File: config.mk
export PLATFORM = sky130hd
export DESIGN_NAME = maPipeTop
export DESIGN_NICKNAME = d
export VERILOG_FILES = /design/src/tokenPkg.sv /design/src/flowPkg.sv /design/src/ringBuffCtrl.sv /design/src/mulStage.sv /design/src/addStage.sv /design/src/tokenPipeMa.sv /design/src/maPipeTop.sv
export VERILOG_INCLUDE_DIRS = /design/src
export SDC_FILE = /design/constraint.sdc
export NUM_CORES = 1
export LEC_CHECK = 0
export BUFFER_PORTS_ARGS = -buffer_cell sky130_fd_sc_hd__buf_2
export CAP_MARGIN = 0
export CELL_PAD_IN_SITES_DETAIL_PLACEMENT = 1
export CELL_PAD_IN_SITES_GLOBAL_PLACEMENT = 1
export CORE_UTILIZATION = 31
export CTS_CLUSTER_SIZE = 8
export DETAILED_ROUTE_END_ITERATION = 7
export HOLD_SLACK_MARGIN = 0.02
export PLACE_DENSITY = 0.54
export SYNTH_ARGS = -nofsm -noshare
export SYNTH_HDL_FRONTEND = slang
export SYNTH_SLANG_ARGS = --single-unit
File: constraint.sdc
create_clock -name clock -period 6.47 [get_ports clock]
set_input_delay 0.3235 -clock clock [delete_from_list [all_inputs] [get_ports clock]]
set_output_delay 0.3235 -clock clock [all_outputs]
set_load 0.05 [all_outputs]
File: src/maPipe_config.svh
/* Sizes and latencies of the multiply-add lane
   DEPTH_MLT and DEPTH_ADD are also the upstream credit counts per class */
`ifndef MA_PIPE_CONFIG_SVH
`define MA_PIPE_CONFIG_SVH

// Buffer depths and credit pools
`define DEPTH_MLT	4
`define DEPTH_ADD	4
`define ADD_ENTRIES	(`DEPTH_ADD + `DEPTH_MLT)	// Room for every chained token

// Stage latencies in cycles
`define MLT_LATENCY	3
`define ADD_LATENCY	2

// Field widths
`define DATA_WIDTH	16
`define TAG_WIDTH	5
`define ISSUE_WIDTH	6

`endif

File: src/tokenPkg.sv
/* Token layout shared by the stages and the token pipe
   The 4-bit operation word reads differently for each class */
`default_nettype none
`include "maPipe_config.svh"

package tokenPkg;

	localparam logic OP_MLT = 1'b1;
	localparam logic OP_ADD = 1'b0;

	typedef logic [`DATA_WIDTH-1:0] data_t;
	typedef logic [`TAG_WIDTH-1:0] tag_t;
	typedef logic [`ISSUE_WIDTH-1:0] issueNo_t;	// Wraps, compared by difference

	typedef struct packed {
		logic opClass;
		logic chainAdd;	// Finish as a*b+c in the adder
		logic [1:0] spare;
	} mltView_t;

	typedef struct packed {
		logic opClass;
		logic subtract;
		logic [1:0] spare;
	} addView_t;

	typedef union packed {
		mltView_t mlt;
		addView_t add;
	} opWord_u;

	typedef struct packed {
		logic valid;
		logic fromMlt;	// Origin class for the credit return
		tag_t tag;
		issueNo_t issueNo;
		opWord_u opWord;
		data_t a;
		data_t b;
		data_t c;
		data_t result;
	} token_t;

	typedef struct packed {
		logic valid;
		tag_t tag;
		data_t result;
	} commit_t;

endpackage

`default_nettype wire

File: src/flowPkg.sv
/* Credit handshake types between the lane and upstream
   A credit pulse lasts one cycle and returns exactly one credit */
`default_nettype none
`include "maPipe_config.svh"

package flowPkg;

	// Largest pool decides the counter width
	localparam int CREDIT_MAX = (`DEPTH_MLT > `DEPTH_ADD) ? `DEPTH_MLT : `DEPTH_ADD;

	typedef struct packed {
		logic mlt;	// Multiply credit back
		logic add;	// Add credit back
	} creditRet_t;

	typedef logic [$clog2(CREDIT_MAX + 1)-1:0] credit_t;

endpackage

`default_nettype wire

File: src/ringBuffCtrl.sv
/* Pointer control for one ring buffer, no overflow protection inside
   Caller must not write when full nor read when empty */
`timescale 1ns/10ps
`default_nettype none

module ringBuffCtrl #(
	parameter int numEntry = 4,
	localparam int addrWidth = $clog2(numEntry)
)(
	input wire clock,
	input wire reset,
	input wire we,
	input wire re,
	output logic [addrWidth-1:0] wAddr,
	output logic [addrWidth-1:0] rAddr,
	output logic full,
	output logic empty,
	output logic [addrWidth:0] num
);

	// Wrap for depths that are not a power of two
	function automatic logic [addrWidth-1:0] nextPtr(input logic [addrWidth-1:0] ptr);
		if (ptr == addrWidth'(numEntry - 1)) begin
			return '0;
		end
		return ptr + 1'b1;
	endfunction

	always_ff @(posedge clock) begin
		if (reset) begin
			wAddr <= '0;
			rAddr <= '0;
			num <= '0;
		end else begin
			if (we) wAddr <= nextPtr(wAddr);
			if (re) rAddr <= nextPtr(rAddr);
			if (we && !re) num <= num + 1'b1;
			else if (re && !we) num <= num - 1'b1;	// Both at once keeps the count
		end
	end

	assign full = (num == (addrWidth + 1)'(numEntry));
	assign empty = (num == '0);

endmodule

`default_nettype wire

File: src/mulStage.sv
/* Multiplier with MLT_LATENCY cycles and no stall
   Only the low DATA_WIDTH bits of the product are kept */
`timescale 1ns/10ps
`default_nettype none
`include "maPipe_config.svh"

module mulStage
	import tokenPkg::*;
(
	input wire clock,
	input wire reset,
	input wire token_t inToken,
	output token_t outToken
);

	token_t pipe [`MLT_LATENCY];
	token_t firstIn;
	logic [2*`DATA_WIDTH-1:0] fullProd;

	// Product formed ahead of the first register
	always_comb begin
		fullProd = inToken.a * inToken.b;
		firstIn = inToken;
		firstIn.result = fullProd[`DATA_WIDTH-1:0];
	end

	always_ff @(posedge clock) begin
		pipe[0] <= firstIn;
		for (int i = 1; i < `MLT_LATENCY; i++) begin
			pipe[i] <= pipe[i-1];
		end
		if (reset) begin
			for (int i = 0; i < `MLT_LATENCY; i++) begin
				pipe[i].valid <= 1'b0;	// Payload left as is
			end
		end
	end

	assign outToken = pipe[`MLT_LATENCY-1];

endmodule

`default_nettype wire

File: src/addStage.sv
/* Adder and subtractor with ADD_LATENCY cycles and no stall
   Results wrap at DATA_WIDTH bits */
`timescale 1ns/10ps
`default_nettype none
`include "maPipe_config.svh"

module addStage
	import tokenPkg::*;
(
	input wire clock,
	input wire reset,
	input wire token_t inToken,
	output token_t outToken
);

	token_t pipe [`ADD_LATENCY];
	token_t firstIn;

	// Sum or difference set up before the first register
	always_comb begin
		firstIn = inToken;
		if (inToken.opWord.add.subtract) begin
			firstIn.result = inToken.a - inToken.b;
		end else begin
			firstIn.result = inToken.a + inToken.b;
		end
	end

	always_ff @(posedge clock) begin
		pipe[0] <= firstIn;
		for (int i = 1; i < `ADD_LATENCY; i++) begin
			pipe[i] <= pipe[i-1];
		end
		if (reset) begin
			for (int i = 0; i < `ADD_LATENCY; i++) begin
				pipe[i].valid <= 1'b0;
			end
		end
	end

	assign outToken = pipe[`ADD_LATENCY-1];

endmodule

`default_nettype wire

File: src/tokenPipeMa.sv
/* Buffer writes rely on upstream credits, a full buffer drops the write
   Chained tokens need gaps between incoming add tokens to leave */
`timescale 1ns/10ps
`default_nettype none
`include "maPipe_config.svh"

module tokenPipeMa
	import tokenPkg::*;
(
	input wire clock,
	input wire reset,
	input wire token_t inToken,
	output token_t mulIn,
	input wire token_t mulOut,
	output token_t addIn,
	input wire token_t addOut,
	input wire grant,
	output commit_t commitOut,
	output logic commitMlt,
	output logic commitAdd
);

	localparam int mltAddrWidth = $clog2(`DEPTH_MLT);
	localparam int addAddrWidth = $clog2(`ADD_ENTRIES);

	logic mltWe, mltRe, mltFull, mltEmpty;
	logic [mltAddrWidth-1:0] mltWAddr, mltRAddr;
	logic addWe, addRe, addFull, addEmpty;
	logic [addAddrWidth-1:0] addWAddr, addRAddr;

	token_t mltBuf [`DEPTH_MLT];
	token_t addBuf [`ADD_ENTRIES];
	token_t mltHead, addHead, selHead;
	token_t stamped, chainTok;

	issueNo_t issueCnt;
	issueNo_t mltAge, addAge;
	logic isMulIn, isAddIn, chainGo;
	logic mltReady, addReady, selMlt, fire;

	////////////////////////////////////////////////////////////
	// Issue stamping and steering

	always_ff @(posedge clock) begin
		if (reset) issueCnt <= '0;
		else if (inToken.valid) issueCnt <= issueCnt + 1'b1;
	end

	assign isMulIn = inToken.valid && (inToken.opWord.mlt.opClass == OP_MLT);
	assign isAddIn = inToken.valid && (inToken.opWord.add.opClass == OP_ADD);

	always_comb begin
		stamped = inToken;
		stamped.issueNo = issueCnt;
		stamped.fromMlt = (inToken.opWord.mlt.opClass == OP_MLT);
	end

	// Multiply head rewritten as c + product
	always_comb begin
		chainTok = mltHead;
		chainTok.a = mltHead.result;
		chainTok.b = mltHead.c;
		chainTok.opWord.add.opClass = OP_ADD;
		chainTok.opWord.add.subtract = 1'b0;
		chainTok.fromMlt = 1'b1;
	end

	assign chainGo = !mltEmpty && mltHead.opWord.mlt.chainAdd && !isAddIn;

	always_comb begin
		mulIn = stamped;
		mulIn.valid = isMulIn;
		if (isAddIn) begin
			addIn = stamped;
			addIn.valid = 1'b1;
		end else begin
			addIn = chainTok;	// Fills the empty adder slot
			addIn.valid = chainGo;
		end
	end

	////////////////////////////////////////////////////////////
	// Token buffers, payload only

	assign mltWe = mulOut.valid && !mltFull;
	assign addWe = addOut.valid && !addFull;

	always_ff @(posedge clock) begin
		if (mltWe) mltBuf[mltWAddr] <= mulOut;
		if (addWe) addBuf[addWAddr] <= addOut;
	end

	assign mltHead = mltBuf[mltRAddr];
	assign addHead = addBuf[addRAddr];

	////////////////////////////////////////////////////////////
	// Oldest-first commit

	assign mltReady = !mltEmpty && !mltHead.opWord.mlt.chainAdd;
	assign addReady = !addEmpty;

	// Larger distance from the counter means issued earlier
	assign mltAge = issueCnt - mltHead.issueNo;
	assign addAge = issueCnt - addHead.issueNo;
	assign selMlt = mltReady && (!addReady || (mltAge > addAge));
	assign selHead = selMlt ? mltHead : addHead;

	always_comb begin
		commitOut = '0;
		if (mltReady || addReady) begin
			commitOut.valid = 1'b1;
			commitOut.tag = selHead.tag;
			commitOut.result = selHead.result;
		end
	end

	assign fire = commitOut.valid && grant;
	assign mltRe = chainGo || (fire && selMlt);	// Never both in one cycle
	assign addRe = fire && !selMlt;
	assign commitMlt = fire && selHead.fromMlt;
	assign commitAdd = fire && !selHead.fromMlt;

	ringBuffCtrl #(
		.numEntry(`DEPTH_MLT)
	) mltCtrl (
		.clock(clock),
		.reset(reset),
		.we(mltWe),
		.re(mltRe),
		.wAddr(mltWAddr),
		.rAddr(mltRAddr),
		.full(mltFull),
		.empty(mltEmpty),
		.num()
	);

	ringBuffCtrl #(
		.numEntry(`ADD_ENTRIES)
	) addCtrl (
		.clock(clock),
		.reset(reset),
		.we(addWe),
		.re(addRe),
		.wAddr(addWAddr),
		.rAddr(addRAddr),
		.full(addFull),
		.empty(addEmpty),
		.num()
	);

endmodule

`default_nettype wire

File: src/maPipeTop.sv
/* Multiply-add lane with per-class credits, upstream sends only with credit
   Credit pulses lag the commit edge by one cycle */
`timescale 1ns/10ps
`default_nettype none

module maPipeTop
	import tokenPkg::*;
	import flowPkg::*;
(
	input wire clock,
	input wire reset,
	input wire token_t inToken,
	input wire grant,
	output commit_t commitOut,
	output creditRet_t creditRet
);

	token_t mulIn, mulOut;
	token_t addIn, addOut;
	logic commitMlt, commitAdd;

	tokenPipeMa pipeCtrl (
		.clock(clock),
		.reset(reset),
		.inToken(inToken),
		.mulIn(mulIn),
		.mulOut(mulOut),
		.addIn(addIn),
		.addOut(addOut),
		.grant(grant),
		.commitOut(commitOut),
		.commitMlt(commitMlt),
		.commitAdd(commitAdd)
	);

	mulStage mulUnit (
		.clock(clock),
		.reset(reset),
		.inToken(mulIn),
		.outToken(mulOut)
	);

	addStage addUnit (
		.clock(clock),
		.reset(reset),
		.inToken(addIn),
		.outToken(addOut)
	);

	// Credit class follows the token origin
	always_ff @(posedge clock) begin
		if (reset) begin
			creditRet <= '0;
		end else begin
			creditRet.mlt <= commitMlt;
			creditRet.add <= commitAdd;
		end
	end

endmodule

`default_nettype wire

; Word level (Yosys, flattened, before mapping)
; Memory sizes are Yosys's and may differ from the RTL's. A register that Yosys moved wholly into a read port is not among the register bits.
; Index checks and enable logic that the tools add are counted.
[totals]
out_inout_bits = 24
word_cells = 119
register_bits = 25
input_bits = 84
ramBits = 1377
memories = 4
[classes]
n_mux = 43
n_eq_ne = 6
reduce_logical = 36
n_bitwise = 6
magnitude_cmp = 1
n_addsub = 13
multipliers = 1
[memory_table]
columns = name, depth, word_bits, rd, rd_clocked_by_memory_dff, wr, line
row1 = pipeCtrl.addBuf, 8, 81, 1, 1, 1, tokenPipeMa.sv:32  ; token_t addBuf [`ADD_ENTRIES];
row2 = pipeCtrl.mltBuf, 4, 81, 1, 1, 1, tokenPipeMa.sv:31  ; token_t mltBuf [`DEPTH_MLT];
row3 = mulUnit.pipe, 3, 81, 3, 0, 3, mulStage.sv:16  ; token_t pipe [`MLT_LATENCY];
row4 = addUnit.pipe, 2, 81, 2, 0, 2, addStage.sv:16  ; token_t pipe [`ADD_LATENCY];
[op_table]
columns = cell, count
row1 = $mux W81, 1
row2 = $mux W80, 1
row3 = $mux W3, 8
row4 = $mux W1, 23
row5 = $mux W22, 1
row6 = $logic_and A1 B1 Y1, 17
row7 = $add A16 B16 Y16, 1
row8 = $mul A16 B16 Y16, 1
row9 = $mux W16, 1
row10 = $sub A16 B16 Y16, 1
row11 = $logic_not A1 Y1, 12
row12 = $mux W2, 6
row13 = $sub A6 B6 Y6, 2
row14 = $add A3 B1 Y3 const B, 3
row15 = $eq A3 B3 Y1 const B, 3
row16 = $mux W4, 2
row17 = $add A6 B1 Y6 const B, 1
row18 = $gt A6 B6 Y1, 1
row19 = $or A1 B1 Y1 const A, 5
row20 = $add A2 B1 Y2 const B, 2
row21 = $add A4 B1 Y4 const B, 1
row22 = $eq A2 B2 Y1 const B, 2
row23 = $eq A4 B4 Y1 const B, 1
row24 = $logic_not A4 Y1, 1
row25 = other kinds (6), 9

; Logic depth before layout (Yosys ltp)
; Gate-level depths: netlist (run 1).
[logic_depth]
word_depth = 14
mapped_depth = 26
ltp_nobuf = 23

; By module
; A second synthesis (run 1) with hierarchy kept.
[hier_totals]
hier_cells = 2286
hier_area_um2 = 32885.3
[modules_own_cells]
columns = module, instances, cells_per_inst, area_per_inst_um2, seq_area_each_um2
row1 = tokenPipeMa, 1, 1008, 17643.2, 12492.0
row2 = mulStage, 1, 806, 9495.4, 4864.7
row3 = addStage, 1, 377, 4838.4, 3243.1
row4 = ringBuffCtrl at pipeCtrl.addCtrl, 1, 58, 525.5, 200.2
row5 = ringBuffCtrl at pipeCtrl.mltCtrl, 1, 33, 330.3, 140.1
row6 = maPipeTop, 1, 4, 52.6, 40.0

; Worst setup path after synthesis (run 1)
; Ideal clock, no wire load.
[synth_path]
path_kind = register -> register
startpoint = reg with a tool-made name
endpoint = reg pipeCtrl.addCtrl.num[3]
period_less_slack_ps = 5611
path_slack_ps = 859
stages_incl_launch_ff = 26
t_arrival_ps = 5540
t_required_ps = 6399
setup_time_ps = 71
n_path_buf = 3
path_cell_list = dfxtp_1 > buf_2 > buf_2 > buf_2 > mux4_2 > mux2_2 > ha_1 > inv_1 > fa_1 > inv_1 > ha_1 > nor2b_1 > o21a_1 > o21a_1 > o21ai_0 > a211oi_1 > a211oi_1 > inv_1 > ha_1 > inv_1 > ha_1 > a21o_1 > a21oi_1 > xnor2_1 > or3_1 > a21oi_1
[synth_rtl]
columns = element, line
row1 = "end signal, assigned", ringBuffCtrl.sv:37  ; if (we && !re) num <= num + 1'b1;
row2 = "end signal, assigned", ringBuffCtrl.sv:38  ; else if (re && !we) num <= num - 1'b1;
row3 = "end, declared", ringBuffCtrl.sv:18  ; output logic [addrWidth:0] num

==> results of run 1 <==
-- kinds of logic (layout without fill, tap and decap cells) --
group                    after synthesis  count (layout)
flip-flops                           630             630
adder cells (fa/ha/maj)              180             180
AO/OA/AOI/OAI                        118             118
buffers and inverters                203             429
AND/OR/NAND/NOR                      372             372
XOR/XNOR                              90              90
multiplexers                         175             175
-- where the power goes --
part | total (W) | internal, W | switching (W)
Clock | 0.00433 | 0.00264 | 0.00169
Combinational | 0.00464 | 0.00196 | 0.00268
Sequential | 0.00526 | 0.00490 | 0.000362
Total | 0.0142 | 0.00950 | 0.00473
-- final cells by class --
type | instances | share of cell area
Clock buffer | 156 | 0.0807
Clock inverter | 7 | 0.00423
Inverter | 136 | 0.0164
Multi-Input combinational cell | 935 | 0.295
Sequential cell | 630 | 0.531
Tap cell | 1144 | 0.0456
Timing Repair Buffer | 130 | 0.0266
-- per-layer routing --
metal,track usage,up-vias
met3,0.0232,92
li1,-,6608
met5,0,-
met4,0.0484,0
met2,0.262,237
met1,0.194,7383
-- Yosys cell counts (2+ instances only) --
| cell | number |
|---|---|
| sky130_fd_sc_hd__buf_6 | 5 |
| sky130_fd_sc_hd__or3_1 | 4 |
| sky130_fd_sc_hd__o21bai_1 | 3 |
| sky130_fd_sc_hd__o211ai_1 | 3 |
| sky130_fd_sc_hd__a221oi_2 | 2 |
| sky130_fd_sc_hd__nor3_1 | 17 |
| sky130_fd_sc_hd__mux4_2 | 97 |
| sky130_fd_sc_hd__nand4_1 | 3 |
| sky130_fd_sc_hd__nor2b_1 | 15 |
| sky130_fd_sc_hd__buf_2 | 13 |
| sky130_fd_sc_hd__a31oi_1 | 4 |
| sky130_fd_sc_hd__mux2i_1 | 51 |
| sky130_fd_sc_hd__o221ai_1 | 3 |
| sky130_fd_sc_hd__a221oi_1 | 3 |
| sky130_fd_sc_hd__a21o_1 | 13 |
| sky130_fd_sc_hd__nor2_1 | 64 |
| sky130_fd_sc_hd__nand3_1 | 7 |
| sky130_fd_sc_hd__o21a_1 | 6 |
| sky130_fd_sc_hd__dfxtp_1 | 226 |
| sky130_fd_sc_hd__inv_1 | 135 |
| sky130_fd_sc_hd__and2_1 | 68 |
| sky130_fd_sc_hd__a21oi_1 | 39 |
| sky130_fd_sc_hd__clkbuf_1 | 43 |
| sky130_fd_sc_hd__nor3b_1 | 2 |
| sky130_fd_sc_hd__mux2_2 | 26 |
| sky130_fd_sc_hd__a211oi_1 | 2 |
| sky130_fd_sc_hd__buf_1 | 5 |
| sky130_fd_sc_hd__xor2_1 | 28 |
| sky130_fd_sc_hd__o31ai_1 | 4 |
| sky130_fd_sc_hd__nor4_1 | 2 |
| sky130_fd_sc_hd__nand2b_1 | 13 |
| sky130_fd_sc_hd__ha_1 | 95 |
| sky130_fd_sc_hd__xnor2_1 | 62 |
| sky130_fd_sc_hd__fa_1 | 85 |
| sky130_fd_sc_hd__o21ai_0 | 20 |
| sky130_fd_sc_hd__nand2_1 | 168 |
| sky130_fd_sc_hd__o32ai_1 | 6 |
| sky130_fd_sc_hd__edfxtp_1 | 404 |
-- path summary, 6_finish.rpt --
kind | slack [ps] | endpoint | start | cells past startpoint
setup / recovery | 890 | commitOut[10] | flop | 16
hold / removal | 220 | pipeCtrl.mltCtrl.num[1] | reset | 2
setup reg to reg | 910 | pipeCtrl.addCtrl.num[3] | flop | 23
hold reg to reg | 320 | mulUnit.pipe[0][86] | mulUnit.pipe[0][5] | 0
-- state kept, by name, summed over array words and instances, names as in the netlist, named ones only --
signal,flops
pipeCtrl.mltCtrl.wAddr,2
pipeCtrl.mltBuf,180
pipeCtrl.addBuf,224
pipeCtrl.issueCnt,6
pipeCtrl.addCtrl.num,4
pipeCtrl.addCtrl.wAddr,3
pipeCtrl.mltCtrl.rAddr,2
addUnit.pipe,58
pipeCtrl.addCtrl.rAddr,3
creditRet,2
mulUnit.pipe,138
pipeCtrl.mltCtrl.num,3
-- metrics by stage --
step           hold slack, ps   util  total power [W]
4_1_cts                   174  0.368           0.0145
6_report                  216  0.368           0.0142
3_5_place_dp              313  0.334           0.0101
3_3_place_gp              310  0.334           0.0100
2_1_floorplan             310      -          0.00871
5_1_grt                   222  0.368           0.0152
-- worst register-to-register path, delay by kind of cell, from the launching register on --
family / cells / cell delay (ps)
multiplexers: 2 / 910
adder cells (fa/ha/maj): 4 / 1080
AO/OA/AOI/OAI: 9 / 1950
flip-flops: 1 / 580
AND/OR/NAND/NOR: 3 / 450
buffers and inverters: 3 / 340
XOR/XNOR: 2 / 190
==> results.md, run 1 <==
Status:
- The run finished with clean final reports.

STA:
- The transition time at the pin with the least slew margin is 878 ps.
- Based on the critical path, the design can be clocked at up to 179 MHz.
- The smallest setup slack after layout is 889 ps.
- Setup repair after global routing left no endpoint under its margin.
- The worst pin sits at a relative slew slack of 0.414.
- The number of endpoints with negative hold slack in the final report is 0.
- The part of the cycle the worst path needs is 0.863.
- The aggregate negative setup slack is 0 ps.
- Subtracting the final worst setup slack from the clock period gives 5580 ps.
- Setup violations remaining at the end of the flow were counted as 0.
- The final number of max-transition violations is 0.
- The clock arrives with 30.7 ps of skew.

Logic synthesis:
- By area the synthesized netlist is led by sky130_fd_sc_hd__edfxtp_1 (45%), sky130_fd_sc_hd__dfxtp_1 (17%), sky130_fd_sc_hd__mux4_2 (8.2%).
- The average size of a mapped cell is 15.1 sq um.
- During synthesis, Yosys emitted a total of 0 warnings.
- The area fraction of the dominant cell type after synthesis is 0.454.
- The most used flip-flop cell after synthesis is sky130_fd_sc_hd__edfxtp_1.
- After synthesis, the largest family of logic cells by area is multiplexers.
- The compound-gate portion of the synthesized area is 0.0290.
- The number of distinct library cells after synthesis is 60.
- In this run, synthesis produced a sequential element count of 630.
- The number of nets in the synthesized netlist is 2032.
- The share of flip-flops with an asynchronous set or reset after synthesis is 0.
- The number of enable-type register cells in the synthesized netlist is 404.
- The post-synthesis mux area share is 0.113.
- The most area-hungry cell type in the Yosys netlist is sky130_fd_sc_hd__edfxtp_1.
- After technology mapping, the gate count stands at 1768.
- Of the total synthesized cell area, the portion taken by full adders, half adders and majority gates is 0.108.
- Of the total synthesized cell area, the portion taken by XOR and XNOR cells is 0.0295.
- The part of the Yosys area used for sequential elements is 0.624.
- The total standard cell area after synthesis is 26700 sq um.
- Of the total synthesized cell area, the portion taken by AND, OR, NAND and NOR gates is 0.0656.

Place:
- Input and output buffers added on the ports amount to 82.
- Timing analysis after detailed placement gives a worst setup slack of 819 ps.
- The half-perimeter wire length after placement is 41000 um.
- Once placement completed, the tool counted placed cells totaling 2950.
- Once placement finished, the instance area stood at 28500 sq um.
- The weighted congestion at the end of routability-driven global placement is 0.737.

Finish:
- The share of post-route cells with drive strength above 1 is 0.180.
- For this run, the post-layout net count is 2186.
- The leading cell type in the layout, fill and taps excluded is sky130_fd_sc_hd__edfxtp_1.
- The number of non-filler instances in the completed layout is 3138.
- The number of fill cells in the layout is 8791.
- The total inserted antenna cells is 0.
- The library cells used most frequently in the layout, excluding fill and tap cells, are sky130_fd_sc_hd__edfxtp_1 (404), sky130_fd_sc_hd__dfxtp_1 (221), sky130_fd_sc_hd__nand2_1 (168), sky130_fd_sc_hd__inv_1 (135), sky130_fd_sc_hd__mux4_2 (97).
- The area growth from synthesis to final layout is 17.5%.
- The sequential cells in the finished layout cover a total of 16700 sq um.
- The area of combinational cells with multiple inputs is 9270 sq um.
- The post-route standard cell area excluding fillers is 31400 sq um.

Floorplan:
- The overall die area is 87300 sq um.
- For this configuration, the core starts out at a cell density of 0.313.
- The floorplan die height is 295 um.
- The number of rows in the core area is 107.
- The width of the die is 295 um.
- The core region is 85300 sq um.
- In this run the count of I/O pins placed on the die edge is 108.

Worst setup path:
- By instance count, the cell type seen most on the critical path is sky130_fd_sc_hd__a21o_1.
- The cell with the largest stage delay on the worst path is sky130_fd_sc_hd__dfxtp_4.
- The element type at the critical path start is a flop.
- Traced cell by cell, the critical path runs through mux4_2, mux2i_1, ha_1, a21o_1, a21o_1, a21o_1, a21oi_1, xnor2_1, ha_1, nand4_1, nor2_1, a211oi_1, o21ai_2, buf_4, mux2_2, buf_2.
- For the worst setup path, the data arrival time is 5260 ps.
- For the worst setup path, the data required time is 6150 ps.
- The critical setup path kind is flop to output pin.
- The capturing element type of the critical path is an output pin.
- The maximum single-stage delay on the critical path is 580 ps.
- Of all nets on the critical path, the largest fanout is 22.
- Together, buffers and inverters on the worst path number 2.
- The kind of cell with the highest combined delay along the critical path is compound AO/OA/AOI/OAI gates.

CTS:
- The tree built by TritonCTS fans out to 630 sinks.
- In this run, CTS created clock tree buffers numbering 89.
- The clock tree from TritonCTS is yes.
- The quantity of gates resized following cts is 0.
- No sink is reached through more buffers than the 3 on the longest clock path.
- The tree is rooted in a sky130_fd_sc_hd__clkbuf_16.
- In this run the post-CTS setup repair buffer count came out at 0.
- The clock tree synthesis step divided the H-tree into 3 levels.
- Clock-pin slew was measured on the worst setup and hold paths at 50 ps.
- The clock latency at the later pin of the worst-skew pair is 640 ps.
- Hold repair after CTS inserted 25 buffers.

Drt:
- The post-detailed-route wirelength per cell is 20.2 um.
- The first detailed-routing pass ran for 4 iterations.
- In this run the top signal layer used is met4.
- The routed wire length on met3 is 2050 um.
- The count of nets left with antenna violations once routing finished came out at 0.
- The DRC violation total after the first TritonRoute iteration is 733.
- After detailed routing, the number of vias per cell comes to 4.56.
- Summed over all nets, wire length on met2 after detailed routing comes to 31600 um.
- In the routed design, unresolved DRC markers number 0.
- For this block, wires on met1 add up to 28400 um.
- The total wirelength of the detailed-routed design is 63300 um.
- Across all layers, the routed design uses 14300 vias.

Global routing:
- In the global route stage, overall resource usage came out at 0.151.
- The pin count of the biggest net entering global routing is 50.
- The number of antenna violations at the first check in global routing came to 2.
- Global routing finished with a remaining overflow of 0.
- The wire length of the first global-routing pass is 98100 um.
- The via count of the first global-routing pass is 16100.

Power and ir drop:
- Dividing total power by cell area gives a power density of 453 nW/um^2.
- The worst voltage drop across the vdd grid is 0.225 mV.
- The leakage component of the power is 11.6 nW.

Run:
- The max-capacitance violation count is 0.

Worst hold path:
- The min-delay analysis places its worst path in the category primary input to flop.
(Power assumes the default switching activity.)
==> inputs of run 2 (changes only) <==
--- a/config.mk
+++ b/config.mk
@@ -15,6 +15,7 @@
 export DETAILED_ROUTE_END_ITERATION = 7
 export HOLD_SLACK_MARGIN = 0.02
 export PLACE_DENSITY = 0.54
+export REMOVE_ABC_BUFFERS = 1
 export SYNTH_ARGS = -nofsm -noshare
 export SYNTH_HDL_FRONTEND = slang
 export SYNTH_SLANG_ARGS = --single-unit
==> run 2 against run 1 <==
Cell count increased by 0.22%. Register-to-register slack improved by 100 ps. Setup slack improved by 28 ps. Routed wire length decreased by 0.74%. Largest power group unchanged. Fmax increased by 0.51%. Cell area increased by 0.11%.
==> results.md, run 2 (synthesized netlist as in run 1, its figures left out) <==
Status:
- The flow ran to the end, and the final reports show no timing, DRC or antenna violations.

Worst setup path:
- The critical setup path kind is flop to output pin.
- By instance count, the cell type seen most on the critical path is sky130_fd_sc_hd__a21o_1.
- The required time at the endpoint of the critical path was 6150 ps (about the same).
- The cell with the largest stage delay on the worst path is sky130_fd_sc_hd__mux4_2.
- The maximum fanout count along the critical path is 21 (-4.5%).
- The worst setup path is captured at an output pin.
- The data arrival time of the worst path is 5230 ps (-30 ps).
- The element type at the critical path start is a flop.
- Walking the worst path, the cells encountered are mux4_2, mux2i_1, ha_1, a21o_1, a21o_1, a21o_1, a21oi_1, xnor2_1, ha_1, nand4_1, nor2_1, a211oi_1, o21ai_4, buf_4, mux2_2, buf_2.
- The maximum single-stage delay on the critical path was 570 ps (about the same).

Floorplan:
- The effective utilization at floorplan is 0.313 (unchanged).
- The placeable core region was 85300 sq um (unchanged).
- The floorplan die height is 295 um (unchanged).
- The overall die area is 87300 sq um (unchanged).
- The count of boundary I/O pins is 108 (unchanged).
- The width of the die came to 295 um (unchanged).
- The number of rows in the core area is 107 (unchanged).

Global routing:
- The wire length of the first global-routing pass came to 96800 um (-1.4%).
- The global-route track usage on met1 is 0.175 (-0.0187).
- The via count of the first global-routing pass was 16100 (-0.0062%).
- The pin count of the biggest net entering global routing is 49 (-2.0%).
- The number of antenna violations at the first check in global routing is 0 (-2).
- The global routing usage on met2 is 0.274 (+0.0117).
- The met3 track demand over resource in global routing is 0.0250 (+0.00180).
- The total overflow reported by the global router is 0 (unchanged).
- After global routing, the most crowded layer is met2.
- The overall global routing resource usage is 0.149 (-0.00208).

Finish:
- The largest register by flop count is pipeCtrl.addBuf.
- The largest registers in the layout are pipeCtrl.addBuf (224), pipeCtrl.mltBuf (180), mulUnit.pipe (138).
- The area of combinational cells with multiple inputs is 9270 sq um (about the same).
- The share of post-route cells with drive strength above 1 is 0.180 (+0.000370).
- The total area of sequential cells is 16700 sq um (unchanged).
- The number of fill cells in the layout is 8810 (+0.22%).
- The number of non-filler instances in the completed layout is 3145 (+0.22%).
- The number of nets in the finished design is 2189 (+0.14%).
- Compared with the post-synthesis result, the final layout area differs by 17.7%.
- The library cells used most frequently in the layout, excluding fill and tap cells, are sky130_fd_sc_hd__edfxtp_1 (404), sky130_fd_sc_hd__dfxtp_1 (221), sky130_fd_sc_hd__nand2_1 (168), sky130_fd_sc_hd__inv_1 (135), sky130_fd_sc_hd__mux4_2 (97).
- The flip-flop count of the largest register, all copies and words added is 224 (unchanged).
- The total inserted antenna cells was 0 (unchanged).
- The post-route standard cell area excluding fillers came to 31400 sq um (+0.11%).
- The leading cell type in the layout, fill and taps excluded is sky130_fd_sc_hd__edfxtp_1.

STA:
- The aggregate negative setup slack is 0 ps (unchanged).
- The final number of max-transition violations was 0 (unchanged).
- The count of endpoints failing setup in the final report was 0 (unchanged).
- The headroom to the max-slew limit came to 0.418 (+0.00329).
- The part of the cycle the worst path needs is 0.858 (-0.00435).
- Setup repair after global routing left no endpoint under its margin.
- The number of endpoints with negative hold slack in the final report is 0 (unchanged).
- The final hold slack is 180 ps (-36.0 ps).
- The final critical delay including setup and external delays is 5550 ps (-28.2 ps).
- The transition time at the pin with the least slew margin is 873 ps (-4.93 ps).
- The post-route clock skew is 32.7 ps (+2.00 ps).
- The achievable clock frequency is 180 MHz (+0.51%).

Drt:
- The post-detailed-route wirelength per cell is 20.0 um (-0.96%).
- The residual antenna-violating net count after detailed routing is 0 (unchanged).
- The via density per instance is 4.56 (about the same).
- The number of DRC violations after detailed routing was 0 (unchanged).
- The first-pass iteration count of the detailed router is 6 (+2).
- The overall via count from detail_route is 14400 (+0.22%).
- The total wirelength of the detailed-routed design is 62900 um (-0.74%).
- The DRC violation total after the first TritonRoute iteration is 605 (-17%).

Power and ir drop:
- The proportion of total power due to net switching was 0.335 (+0.00247).
- The combinational power share is 0.329 (+0.003).
- The worst voltage drop across the vdd grid is 0.220 mV (-2.3%).
- The switching power is 0.00476 W (+0.72%).
- The total power consumption of the routed design is 0.0142 W (about the same).
- The sequential fraction of design power is 0.366 (-0.004).
- The areal power density over the cells was 453 nW/um^2 (-0.13%).
- The internal cell power is 0.00946 W (-0.39%).
- The clock share of power is 0.305 (about the same).
- The leakage component of the power came to 11.6 nW (+0.12%).

CTS:
- The CTS buffer count came to 89 (unchanged).
- Clock tree synthesis selected as its root buffer the cell sky130_fd_sc_hd__clkbuf_16.
- The clock latency at the later pin of the worst-skew pair is 650 ps (about the same).
- The clock transition at the registers of the reported paths is 50 ps (about the same).
- The largest buffer count on any clock path is 3 (unchanged).
- TritonCTS built the clock tree.
- The clock sink total came to 630 (unchanged).
- The level count of the clock H-tree was 3 (unchanged).

Place:
- The weighted congestion at the end of routability-driven global placement was 0.733 (-0.57%).
- The total placed cells including tap cells came to 2953 (+0.10%).
- The half-perimeter wire length after placement is 40900 um (-0.17%).
- The number of port buffers is 82 (unchanged).
- The area after detailed placement is 28500 sq um (about the same).

Worst hold path:
- The path type of the worst min-delay path is primary input to flop.

Run:
- The max-capacitance violation count was 0 (unchanged).
## run 2: timing repair
item | 4_1_cts | 5_1_grt
hold buffers | 25 | 0
setup buffers | 0 | 0
hold endpoints to repair | 32 | 0
gates resized for setup | 0 | 0
setup endpoints to repair | 0 | 0
## run 2: path summary, 6_finish.rpt
check	start	endpoint	slack, ps	depth (start not counted)
setup reg to reg	flop	pipeCtrl.addCtrl.num[3]	1010	23
hold / removal	inToken[48]	mulUnit.pipe[0][0]	180	2
hold reg to reg	mulUnit.pipe[0][31]	mulUnit.pipe[0][112]	300	0
setup / recovery	flop	commitOut[6]	920	16
## run 2: final cells by class
type	count	share of cell area
Multi-Input combinational cell	935	0.295
Tap cell	1144	0.0456
Clock buffer	158	0.0795
Timing Repair Buffer	133	0.0272
Clock inverter	9	0.00566
Inverter	136	0.0164
Sequential cell	630	0.531
## run 2: worst max-delay path, delay by kind of cell, from the launching register on
| family | cells | cell delay [ps] |
|---|---|---|
| AO/OA/AOI/OAI | 6 | 1340 |
| buffers and inverters | 2 | 600 |
| adder cells (fa/ha/maj) | 2 | 600 |
| flip-flops | 1 | 550 |
| XOR/XNOR | 1 | 100 |
| multiplexers | 3 | 1230 |
| AND/OR/NAND/NOR | 2 | 150 |
## run 2: per-stage QoR
stage / setup WS (ps) / utilization
6_report: 918 / 0.368
5_1_grt: 614 / 0.368
4_1_cts: 800 / 0.368
3_5_place_dp: 954 / 0.334
3_3_place_gp: 1060 / 0.334
2_1_floorplan: -1080 / -
## run 2: power by group through the flow
stage	Combinational, W	Clock [W]	Sequential (W)
5_1_grt	0.00524	0.00465	0.00527
2_1_floorplan	0.00339	0	0.00529
3_5_place_dp	0.00477	0	0.00530
4_1_cts	0.00481	0.00449	0.00522
6_report	0.00468	0.00434	0.00521
3_3_place_gp	0.00470	0	0.00526
## run 2: layer usage
layer,share of wire,vias up
li1,-,6613
met1,0.41,7414
met2,0.52,226
met3,0.037,99
met4,0.026,0
met5,0,-
==> inputs of run 3 (changes only) <==
--- a/config.mk
+++ b/config.mk
@@ -10,6 +10,7 @@
 export CAP_MARGIN = 0
 export CELL_PAD_IN_SITES_DETAIL_PLACEMENT = 1
 export CELL_PAD_IN_SITES_GLOBAL_PLACEMENT = 1
+export CORE_MARGIN = 8
 export CORE_UTILIZATION = 31
 export CTS_CLUSTER_SIZE = 8
 export DETAILED_ROUTE_END_ITERATION = 7
==> run 3 against run 2 <==
Clock power about the same. Count of clock-buffer cells in the layout is 1 lower. Global-route usage fell by 1.3 points. Critical endpoint is now commitOut[7].
==> results.md, run 3 (synthesized netlist as in run 1, its figures left out) <==
Place:
- The number of port buffers is 82 (unchanged).
- The total placed cells including tap cells is 2950 (-0.10%).
- The weighted congestion at the end of routability-driven global placement is 0.722 (-1.5%).
- The half-perimeter wire length after placement came to 41300 um (+0.77%).
- The area after detailed placement came to 28500 sq um (about the same).

Run:
- The max-capacitance violation count was 0 (unchanged).

Global routing:
- The total overflow reported by the global router is 0 (unchanged).
- The via count of the first global-routing pass is 16500 (+2.2%).
- The number of antenna violations at the first check in global routing came to 1 (+1).
- The pin count of the biggest net entering global routing is 55 (+12%).
- The overall global routing resource usage is 0.136 (-0.0133).
- The wire length of the first global-routing pass is 98900 um (+2.2%).

Status:
- The run finished with clean final reports.

CTS:
- The CTS buffer count is 89 (unchanged).
- The clock latency at the later pin of the worst-skew pair is 650 ps (about the same).
- The clock transition at the registers of the reported paths is 50 ps (about the same).
- The level count of the clock H-tree came to 3 (unchanged).
- The largest buffer count on any clock path came to 3 (unchanged).
- Clock tree synthesis selected as its root buffer the cell sky130_fd_sc_hd__clkbuf_16.
- The quantity of gates resized following cts came to 0 (unchanged).
- The clock sink total came to 630 (unchanged).
- TritonCTS built the clock tree.
- The count of hold-fix buffers inserted at cts is 25 (unchanged).
- The setup fix buffers added after clock tree synthesis came to 0 (unchanged).

Worst setup path:
- The maximum fanout count along the critical path is 22 (+4.8%).
- The data arrival time of the worst path is 5370 ps (+140 ps).
- The endpoint identified for the worst register-to-register timing path is pipeCtrl.addCtrl.num[3].
- The worst setup path is captured at an output pin.
- The required time at the endpoint of the critical path is 6150 ps (about the same).
- The logic depth of the worst register-to-register path came to 23 (unchanged).
- The element type at the critical path start is a flop.
- The worst reg-to-reg setup slack was 960 ps (-50 ps).
- The critical setup path kind is flop to output pin.
- The end of the critical path is commitOut[7].

Finish:
- The share of the core filled with cells in the final layout is 0.368 (about the same).
- The number of nets in the finished design was 2186 (-0.14%).
- The library cells used most frequently in the layout, excluding fill and tap cells, are sky130_fd_sc_hd__edfxtp_1 (404), sky130_fd_sc_hd__dfxtp_1 (221), sky130_fd_sc_hd__nand2_1 (168), sky130_fd_sc_hd__inv_1 (135), sky130_fd_sc_hd__mux4_2 (97).
- The number of non-filler instances in the completed layout came to 3139 (-0.19%).
- The post-route standard cell area excluding fillers is 31400 sq um (about the same).
- In the final layout, the registers with the most flip-flops are pipeCtrl.addBuf (224), pipeCtrl.mltBuf (180), mulUnit.pipe (138).
- The leading cell type in the layout, fill and taps excluded is sky130_fd_sc_hd__edfxtp_1.
- The largest register by flop count is pipeCtrl.addBuf.
- The share of post-route cells with drive strength above 1 is 0.180 (-0.000460).
- The total inserted antenna cells is 0 (unchanged).
- The area growth from synthesis to final layout is 17.6% (about the same).
- The flip-flop count of the largest register, all copies and words added is 224 (unchanged).

STA:
- The final number of max-transition violations came to 0 (unchanged).
- The transition time at the pin with the least slew margin is 957 ps (+83.6 ps).
- The headroom to the max-slew limit came to 0.361 (-0.0571).
- The final hold slack is 164 ps (-15.7 ps).
- The achievable clock frequency is 176 MHz (-2.5%).
- The aggregate negative setup slack is 0 ps (unchanged).
- Setup repair after global routing left no endpoint under its margin.
- The post-route clock skew is 40.4 ps (+7.73 ps).
- The number of endpoints with negative hold slack in the final report is 0 (unchanged).
- The part of the cycle the worst path needs came to 0.880 (+0.0222).
- The final critical delay including setup and external delays is 5700 ps (+143 ps).
- The count of endpoints failing setup in the final report is 0 (unchanged).

Floorplan:
- The overall die area is 95800 sq um (+9.7%).
- The width of the die is 309 um (+4.7%).
- The number of rows in the core area is 107 (unchanged).
- The placeable core region is 85300 sq um (unchanged).
- The floorplan die height came to 309 um (+4.7%).
- The effective utilization at floorplan was 0.313 (unchanged).
- The count of boundary I/O pins is 108 (unchanged).

Drt:
- The total wirelength of the detailed-routed design is 63700 um (+1.4%).
- The first-pass iteration count of the detailed router is 6 (unchanged).
- The DRC violation total after the first TritonRoute iteration is 570 (-5.8%).
- The via density per instance was 4.56 (-0.15%).
- The number of DRC violations after detailed routing is 0 (unchanged).
- The overall via count from detail_route is 14300 (-0.34%).
- The post-detailed-route wirelength per cell came to 20.3 um (+1.6%).
- The residual antenna-violating net count after detailed routing came to 0 (unchanged).

Power and ir drop:
- The clock share of power is 0.307 (+0.002).
- The switching power is 0.00476 W (about the same).
- The internal cell power is 0.00947 W (about the same).
- The areal power density over the cells is 453 nW/um^2 (+0.11%).
- The leakage component of the power was 11.6 nW (-0.13%).
- The sequential fraction of design power is 0.369 (+0.003).
- The combinational power share was 0.324 (-0.005).
- The proportion of total power due to net switching was 0.335 (about the same).
- The worst voltage drop across the vdd grid came to 0.279 mV (+27%).

Worst hold path:
- The path class of the tightest hold or removal check is primary input to flop.
-- run 3: worst min path at each step --
stage               slack [ps]                    to  cells after the start           startpoint
finish                     160    mulUnit.pipe[0][0]                      2          inToken[48]
global route               140    mulUnit.pipe[0][0]                      2          inToken[48]
CTS                        120    mulUnit.pipe[0][0]                      2          inToken[48]
detailed placement         310  mulUnit.pipe[0][103]                      0  mulUnit.pipe[0][22]
global placement           310  mulUnit.pipe[0][150]                      0  mulUnit.pipe[0][69]
floorplan                  310  addUnit.pipe[0][149]                      0  addUnit.pipe[0][68]
-- run 3: cell type report --
type,instances,area (sq um)
clock buffer,157,2510
clock inverter,7,158
fill,8745,53900
inverter,136,515
multi-input combinational,935,9270
sequential,630,16700
tap,1144,1430
timing repair buffer,130,833
-- run 3: worst max-delay path, stage by stage, from the launching register on --
cell and delay (ps):
sky130_fd_sc_hd__dfxtp_4 640, sky130_fd_sc_hd__mux4_2 560, sky130_fd_sc_hd__mux2i_1 370, sky130_fd_sc_hd__ha_1 310, sky130_fd_sc_hd__a21o_1 180, sky130_fd_sc_hd__a21o_1 190
sky130_fd_sc_hd__a21o_1 180, sky130_fd_sc_hd__a21oi_1 160, sky130_fd_sc_hd__xnor2_1 100, sky130_fd_sc_hd__ha_1 320, sky130_fd_sc_hd__nand4_1 100, sky130_fd_sc_hd__nor2_1 40
sky130_fd_sc_hd__a211oi_1 450, sky130_fd_sc_hd__o21ai_4 120, sky130_fd_sc_hd__buf_4 290, sky130_fd_sc_hd__mux2_2 370, sky130_fd_sc_hd__buf_2 290
-- run 3: power groups by stage --
stage | sequential (W) | clock, W | combinational, W
finish | 0.00525 | 0.00436 | 0.00462
global route | 0.00532 | 0.00468 | 0.00516
CTS | 0.00527 | 0.00451 | 0.00475
detailed placement | 0.00534 | 0 | 0.00471
global placement | 0.00530 | 0 | 0.00466
floorplan | 0.00529 | 0 | 0.00339
-- run 3: metrics by stage --
stage	total power, W	setup WS, ps
2_1_floorplan	0.00868	-1080
3_3_place_gp	0.00996	881
3_5_place_dp	0.0101	839
4_1_cts	0.0145	612
5_1_grt	0.0152	402
6_report	0.0142	774
-- run 3: routing by layer --
| metal | GRT usage | vias up | routed length (um) |
|---|---|---|---|
| li1 | - | 6605 | - |
| met2 | 0.247 | 212 | 32800 |
| met5 | 0 | - | 0 |
| met4 | 0.0405 | 0 | 1630 |
| met3 | 0.0251 | 99 | 1980 |
| met1 | 0.163 | 7387 | 27300 |
